**src/logic/snake_pkg.sv**
```systemverilog
package snake_pkg;

    // Display, active low on both buses
    localparam int SEG_W   = 7;
    localparam int DIGIT_W = 4;

    localparam logic [SEG_W-1:0]   SEG_BLANK   = 7'b111_1111;
    localparam logic [DIGIT_W-1:0] DIGIT_NONE  = 4'b1111;
    localparam logic [DIGIT_W-1:0] DIGIT_RIGHT = 4'b1110;

    // Segment positions, index equals the segment bit
    localparam int POS_W = 3;

    localparam logic [POS_W-1:0] POS_A = 3'd0;
    localparam logic [POS_W-1:0] POS_B = 3'd1;
    localparam logic [POS_W-1:0] POS_C = 3'd2;
    localparam logic [POS_W-1:0] POS_D = 3'd3;
    localparam logic [POS_W-1:0] POS_E = 3'd4;
    localparam logic [POS_W-1:0] POS_F = 3'd5;
    localparam logic [POS_W-1:0] POS_G = 3'd6;

    localparam int HEAD_W = 2;

    localparam logic [HEAD_W-1:0] HEAD_RIGHT = 2'd0;
    localparam logic [HEAD_W-1:0] HEAD_LEFT  = 2'd1;
    localparam logic [HEAD_W-1:0] HEAD_UP    = 2'd2;
    localparam logic [HEAD_W-1:0] HEAD_DOWN  = 2'd3;

    // Button conditioning
    localparam int BTN_COUNT    = 4;
    localparam int DEBOUNCE_LEN = 4;

    // Timing; a board build wants TICK_CYCLES near 50_000_000
    localparam int TICK_CYCLES = 8;
    localparam int IDLE_TICKS  = 3;
    localparam int SCAN_CYCLES = 4;

    localparam int TICK_W = $clog2(TICK_CYCLES);
    localparam int IDLE_W = $clog2(IDLE_TICKS + 1);
    localparam int SCAN_W = $clog2(SCAN_CYCLES);

endpackage
```
**src/logic/button_if.sv**
```systemverilog
`timescale 1ns/1ps

interface button_if;

    // One-cycle press pulses
    logic right;
    logic left;
    logic up;
    logic down;

    modport source (
        output right,
        output left,
        output up,
        output down
    );

    modport sink (
        input right,
        input left,
        input up,
        input down
    );

endinterface

```
**src/logic/snake_top.sv**
```systemverilog
`timescale 1ns/1ps

module snake_top
    import snake_pkg::*;
(
    input  logic               clk,
    input  logic               rst,
    input  logic               right,
    input  logic               left,
    input  logic               up,
    input  logic               down,
    output logic [DIGIT_W-1:0] digit,
    output logic [SEG_W-1:0]   segments
);

    logic [SEG_W-1:0] pattern;

    // Button pulses
    button_if btn_bus ();

    button_conditioner u_conditioner (
        .clk   (clk),
        .rst   (rst),
        .right (right),
        .left  (left),
        .up    (up),
        .down  (down),
        .btn   (btn_bus.source)
    );

    segment_walker u_walker (
        .clk     (clk),
        .rst     (rst),
        .btn     (btn_bus.sink),
        .pattern (pattern)
    );

    digit_scanner u_scanner (
        .clk      (clk),
        .rst      (rst),
        .pattern  (pattern),
        .digit    (digit),
        .segments (segments)
    );

endmodule

```
**src/logic/digit_scanner.sv**
```systemverilog
`timescale 1ns/1ps

module digit_scanner
    import snake_pkg::*;
(
    input  logic               clk,
    input  logic               rst,
    input  logic [SEG_W-1:0]   pattern,
    output logic [DIGIT_W-1:0] digit,
    output logic [SEG_W-1:0]   segments
);

    logic [SCAN_W-1:0]  scan_div;
    logic               step;
    logic [DIGIT_W-1:0] digit_next;

    assign step = (scan_div == SCAN_W'(SCAN_CYCLES - 1));

    always_ff @(posedge clk or posedge rst) begin
        if (rst) begin
            scan_div <= '0;
        end else if (step) begin
            scan_div <= '0;
        end else begin
            scan_div <= scan_div + 1'b1;
        end
    end

    // Rotate the single low bit toward the left digit
    always_comb begin
        if (digit == DIGIT_NONE) begin
            digit_next = DIGIT_RIGHT;
        end else begin
            digit_next = {digit[DIGIT_W-2:0], digit[DIGIT_W-1]};
        end
    end

    always_ff @(posedge clk or posedge rst) begin
        if (rst) begin
            digit    <= DIGIT_NONE;
            segments <= SEG_BLANK;
        end else if (step) begin
            digit <= digit_next;
            // Only the rightmost digit carries the game
            if (digit_next == DIGIT_RIGHT) begin
                segments <= pattern;
            end else begin
                segments <= SEG_BLANK;
            end
        end
    end

endmodule

```
**src/logic/segment_walker.sv**
```systemverilog
`timescale 1ns/1ps

module segment_walker
    import snake_pkg::*;
(
    input  logic             clk,
    input  logic             rst,
    button_if.sink           btn,
    output logic [SEG_W-1:0] pattern
);

    // Low while idle
    logic              moving;
    logic [TICK_W-1:0] tick_div;
    logic              tick;
    logic [IDLE_W-1:0] tick_cnt;
    logic [POS_W-1:0]  pos;
    logic [HEAD_W-1:0] head;
    logic [POS_W-1:0]  pos_next;
    logic [HEAD_W-1:0] head_next;

    assign tick = (tick_div == TICK_W'(TICK_CYCLES - 1));

    // Free-running game tick
    always_ff @(posedge clk or posedge rst) begin
        if (rst) begin
            tick_div <= '0;
        end else if (tick) begin
            tick_div <= '0;
        end else begin
            tick_div <= tick_div + 1'b1;
        end
    end

    always_ff @(posedge clk or posedge rst) begin
        if (rst) begin
            moving   <= 1'b0;
            tick_cnt <= '0;
            pos      <= POS_G;
            head     <= HEAD_LEFT;
        end else if (!moving) begin
            if (tick_cnt == IDLE_W'(IDLE_TICKS)) begin
                moving <= 1'b1;
            end else if (tick) begin
                tick_cnt <= tick_cnt + 1'b1;
            end
        end else if (btn.down) begin
            // Back to idle, restart from the middle bar
            moving   <= 1'b0;
            tick_cnt <= '0;
            pos      <= POS_G;
            head     <= HEAD_LEFT;
        end else begin
            pos  <= pos_next;
            head <= head_next;
        end
    end

    // Step rule, earlier branch wins on coincident pulses
    always_comb begin
        pos_next  = pos;
        head_next = head;
        case (pos)
            POS_A: begin
                if (head == HEAD_RIGHT && btn.right) begin
                    pos_next  = POS_B;
                    head_next = HEAD_DOWN;
                end else if (head == HEAD_LEFT && btn.left) begin
                    pos_next  = POS_F;
                    head_next = HEAD_DOWN;
                end
            end
            POS_B: begin
                if (head == HEAD_UP && btn.left) begin
                    pos_next  = POS_A;
                    head_next = HEAD_LEFT;
                end else if (head == HEAD_DOWN && btn.right) begin
                    pos_next  = POS_G;
                    head_next = HEAD_LEFT;
                end else if (head == HEAD_DOWN && btn.up) begin
                    pos_next  = POS_C;
                    head_next = HEAD_DOWN;
                end
            end
            POS_C: begin
                if (head == HEAD_UP && btn.left) begin
                    pos_next  = POS_G;
                    head_next = HEAD_LEFT;
                end else if (head == HEAD_UP && btn.up) begin
                    pos_next  = POS_B;
                    head_next = HEAD_UP;
                end else if (head == HEAD_DOWN && btn.right) begin
                    pos_next  = POS_D;
                    head_next = HEAD_DOWN;
                end
            end
            POS_D: begin
                if (head == HEAD_RIGHT && btn.left) begin
                    pos_next  = POS_C;
                    head_next = HEAD_UP;
                end else if (head == HEAD_LEFT && btn.right) begin
                    pos_next  = POS_E;
                    head_next = HEAD_UP;
                end
            end
            POS_E: begin
                if (head == HEAD_UP && btn.right) begin
                    pos_next  = POS_G;
                    head_next = HEAD_RIGHT;
                end else if (head == HEAD_UP && btn.up) begin
                    pos_next  = POS_F;
                    head_next = HEAD_UP;
                end else if (head == HEAD_DOWN && btn.left) begin
                    pos_next  = POS_D;
                    head_next = HEAD_RIGHT;
                end
            end
            POS_F: begin
                if (head == HEAD_UP && btn.right) begin
                    pos_next  = POS_A;
                    head_next = HEAD_RIGHT;
                end else if (head == HEAD_DOWN && btn.left) begin
                    pos_next  = POS_G;
                    head_next = HEAD_RIGHT;
                end
            end
            POS_G: begin
                if (head == HEAD_RIGHT && btn.left) begin
                    pos_next  = POS_B;
                    head_next = HEAD_UP;
                end else if (head == HEAD_RIGHT && btn.right) begin
                    pos_next  = POS_C;
                    head_next = HEAD_DOWN;
                end else if (head == HEAD_LEFT && btn.left) begin
                    pos_next  = POS_E;
                    head_next = HEAD_DOWN;
                end else if (head == HEAD_LEFT && btn.right) begin
                    pos_next  = POS_F;
                    head_next = HEAD_UP;
                end
            end
            default: begin
                // Unused index, recover to the start
                pos_next  = POS_G;
                head_next = HEAD_LEFT;
            end
        endcase
    end

    // One lit segment
    assign pattern = SEG_BLANK & ~(SEG_W'(1) << pos);

endmodule

```
**src/logic/button_conditioner.sv**
```systemverilog
`timescale 1ns/1ps

module button_conditioner
    import snake_pkg::*;
(
    input  logic     clk,
    input  logic     rst,
    input  logic     right,
    input  logic     left,
    input  logic     up,
    input  logic     down,
    button_if.source btn
);

    logic [BTN_COUNT-1:0]                   level;
    logic [BTN_COUNT-1:0][DEBOUNCE_LEN-1:0] samples;
    logic [BTN_COUNT-1:0]                   stable;
    logic [BTN_COUNT-1:0]                   stable_q;
    logic [BTN_COUNT-1:0]                   pulse;

    assign level = {down, up, left, right};

    // Pressed only once every sample in the window is high
    always_comb begin
        for (int i = 0; i < BTN_COUNT; i++) begin
            stable[i] = &samples[i];
        end
    end

    always_ff @(posedge clk or posedge rst) begin
        if (rst) begin
            samples  <= '0;
            stable_q <= '0;
            pulse    <= '0;
        end else begin
            for (int i = 0; i < BTN_COUNT; i++) begin
                samples[i] <= {samples[i][DEBOUNCE_LEN-2:0], level[i]};
            end
            stable_q <= stable;
            // Rising edge of the debounced level
            pulse    <= stable & ~stable_q;
        end
    end

    assign btn.right = pulse[0];
    assign btn.left  = pulse[1];
    assign btn.up    = pulse[2];
    assign btn.down  = pulse[3];

endmodule

```
**config.mk**
```make
export PLATFORM = sky130hd
export DESIGN_NAME = snake_top
export DESIGN_NICKNAME = d
export VERILOG_FILES = /design/src/logic/snake_pkg.sv /design/src/logic/button_if.sv /design/src/logic/snake_top.sv /design/src/logic/digit_scanner.sv /design/src/logic/segment_walker.sv /design/src/logic/button_conditioner.sv
export SDC_FILE = /design/constraint.sdc
export NUM_CORES = 1
export LEC_CHECK = 0
export ABC_AREA = 1
export CELL_PAD_IN_SITES_DETAIL_PLACEMENT = 1
export CELL_PAD_IN_SITES_GLOBAL_PLACEMENT = 1
export CORE_MARGIN = 10
export CORE_UTILIZATION = 50
export CTS_BUF_LIST = sky130_fd_sc_hd__clkbuf_16
export DETAILED_ROUTE_END_ITERATION = 8
export DONT_BUFFER_PORTS = 1
export PLACE_DENSITY = 0.9
export REMOVE_ABC_BUFFERS = 1
export SLEW_MARGIN = 20
export SYNTH_ARGS = -nofsm -noshare
export SYNTH_HDL_FRONTEND = slang
export SYNTH_SLANG_ARGS = --single-unit
```
**constraint.sdc**
```tcl
create_clock -name clk -period 3.4 [get_ports clk]
set_input_delay 0.34 -clock clk [delete_from_list [all_inputs] [get_ports clk]]
set_output_delay 0.34 -clock clk [all_outputs]
set_load 0.01 [all_outputs]
```
==> run metrics <==
total track usage=0.148; async set-reset flop share out of synthesis=1.00; Root Buffer=clkbuf_16; CTS Hold Bufs=0; Yosys cell types=24; Pleak=1.21 nW; Fmax=0.527 GHz; FP Rows=24; Clock Skew=0.00426 ns; EDFF count, synth=0; Setup WS post-layout=1.50 ns; Worst setup EP type=flop; Detailed Place HPWL=3.68 mm; drt via density=5.47; pin count of the biggest net entering global routing=49; Place WS=1.52 ns; hold depth=0; CTS Buf Count=5; PortBufs=0; endpoints failing setup=0; antenna-violating nets left=0; fillers=514; top-level port count=17; WP depth=4; Mapped Avg Cell Area=8.58 um^2; clock buffer depth=2; antenna violations before repair=0; first-pass GRT wire length=8.86 mm; routed vias=1700; WP buf/inv=0; drt first-iter violations=90; Hold Fails Final Rpt=0; CP peak stage delay=0.68 ns; Crit Path Category=reg -> reg; routability cong.=0.911; H-tree depth reported by CTS=2; antenna diode count=0; drt first pass iters=4; pwr dens=779 nW/um^2; RSZ-0062 raised after global routing=no; Worst slew margin=0.367; minimum clock period=1.90 ns; Synth Register Bits=48; cts repair resizes=0; arrival time at the worst endpoint=2.08 ns; GRT Residual Overflow=0; share of cells above drive strength 1=0.154; Slew Viols, Final=0; Remaining DRCs=0; Synth Cell Area=2210 um^2; Post-CTS Setup Inserts=0; yosys warns=0; Die Span Y=86.4 um; total negative slack=0 ns; Critical Path RT=3.58 ns; Slowest-stage cell, CP=nor3_1; Tightest Pin Transition=0.948 ns; status=finished clean; Die Area=7470 um^2; post-synthesis sequential area ratio=0.552; clock-pin slew on the worst setup and hold paths=0.06 ns; fin nets=268; Clock Sinks=48; VDD IR max=0.373 mV; Skew-Pair Late Insertion Delay=0.29 ns; critical-path maximum fanout=16; post-synthesis instance total=257; delay-heaviest family, CP=simple AND/OR/NAND/NOR gates; Syn-to-layout area delta=7.54%; Die W=86.4 um; vias in the first global route=1848; worst reg-to-reg path cell count=4; Hold WC Path Type=in -> reg; Wirelength per Cell=16.4 um; Setup crit start kind=flop; final critical-path share of the clock period=0.559; initial core utilization=0.510; Core Region=4320 um^2; TritonCTS clock tree=built; max cap viols=0; CP cell instances=ha_1, nand2_1, nor3_1, a21oi_1; drt total wl=5.09 mm; main flop type after synthesis=dfrtp_1
final timing paths:
path,endpoint,slack [ns],start
worst max register to register,u_scanner.segments[3],1.50,u_scanner.scan_div[0]
worst min register to register,u_conditioner.samples[6],0.37,u_conditioner.samples[5]
min in group asynchronous,u_scanner.scan_div[1],0.14,rst
worst max-delay path,u_scanner.segments[3],1.50,u_scanner.scan_div[0]
max in group asynchronous,u_walker.tick_cnt[1],2.67,rst
worst min-delay path,u_conditioner.samples[12],0.08,down
cell usage in the layout (no fill, tap or decap), drive strengths merged:
master and count:
nand2 62, nor2 41, dfrtp 34, nand3 34, inv 33, dfstp 14
a21oi 9, o21ai 8, nor3 5, clkbuf 5, nor4 4, ha 4
clkinv 3, nand4 2, a211oi 1
metal layers:
metal | up-vias | global-route usage | wire (um)
li1 | 814 | - | -
met1 | 840 | 0.167 | 2150
met2 | 36 | 0.262 | 2590
met3 | 10 | 0.0385 | 234
met4 | 0 | 0.0501 | 110
met5 | - | 0 | 0
layout make-up:
type	count	area, um^2	area share
flip-flops and latches	48	1220	0.514
well taps	52	65.1	0.0274
clock buffers	5	125	0.0527
inverters	33	124	0.0522
multi-input cells	170	822	0.347
clock inverters	3	17.5	0.00738
synth_stat cells (2+ instances only):
| cell | count | share of area |
|---|---|---|
| inv_1 | 27 | 0.046 |
| nor2_4 | 3 | 0.015 |
| nand2_1 | 58 | 0.099 |
| nor2_1 | 37 | 0.063 |
| ha_1 | 4 | 0.023 |
| buf_2 | 2 | 0.0045 |
| a21oi_1 | 9 | 0.020 |
| inv_2 | 5 | 0.0085 |
| nor3_1 | 5 | 0.011 |
| nand4_1 | 2 | 0.0057 |
| nor4_1 | 4 | 0.011 |
| dfrtp_1 | 34 | 0.39 |
| nand3_2 | 5 | 0.023 |
| nand2_2 | 4 | 0.011 |
| dfstp_2 | 14 | 0.17 |
| nand3_1 | 29 | 0.066 |
| buf_6 | 2 | 0.010 |
| o21ai_0 | 7 | 0.016 |
registers in the layout (all words and copies together), names as in the netlist, 3 cells and up:
name                    flops
u_scanner.segments          7
u_walker.pos                3
u_conditioner.samples      16
u_walker.tick_div           3
u_conditioner.stable_q      4
u_conditioner.pulse         4
u_scanner.digit             4
stage by stage:
stage / cells / instance area [um^2] / util / hold slack [ns] / power, mW
final: 311 / 2370 / 0.549 / 0.0774 / 1.85
after global routing: 311 / 2370 / 0.549 / 0.0682 / 1.98
after CTS: 311 / 2370 / 0.549 / 0.0755 / 1.86
after detailed placement: 303 / 2230 / 0.516 / 0.362 / 1.37
after global placement: 303 / 2230 / 0.516 / 0.358 / 1.34
after floorplan: 251 / 2160 / - / 0.354 / 1.21
power breakdown:
part           total [mW]  switching (mW)  internal [mW]
registers           0.761           0.111          0.650
logic               0.611           0.407          0.203
clock network       0.476           0.205          0.271
kinds of logic (layout without fill, tap and decap cells):
kind of cell             count (synthesis)  in the layout  share of synthesized area
adder cells (fa/ha/maj)                  4              4                     0.0227
flip-flops                              48             48                      0.552
buffers and inverters                   39             41                     0.0749
AND/OR/NAND/NOR                        148            148                      0.308
AO/OA/AOI/OAI                           18             18                     0.0420
Power figures use the tool's default switching activity.
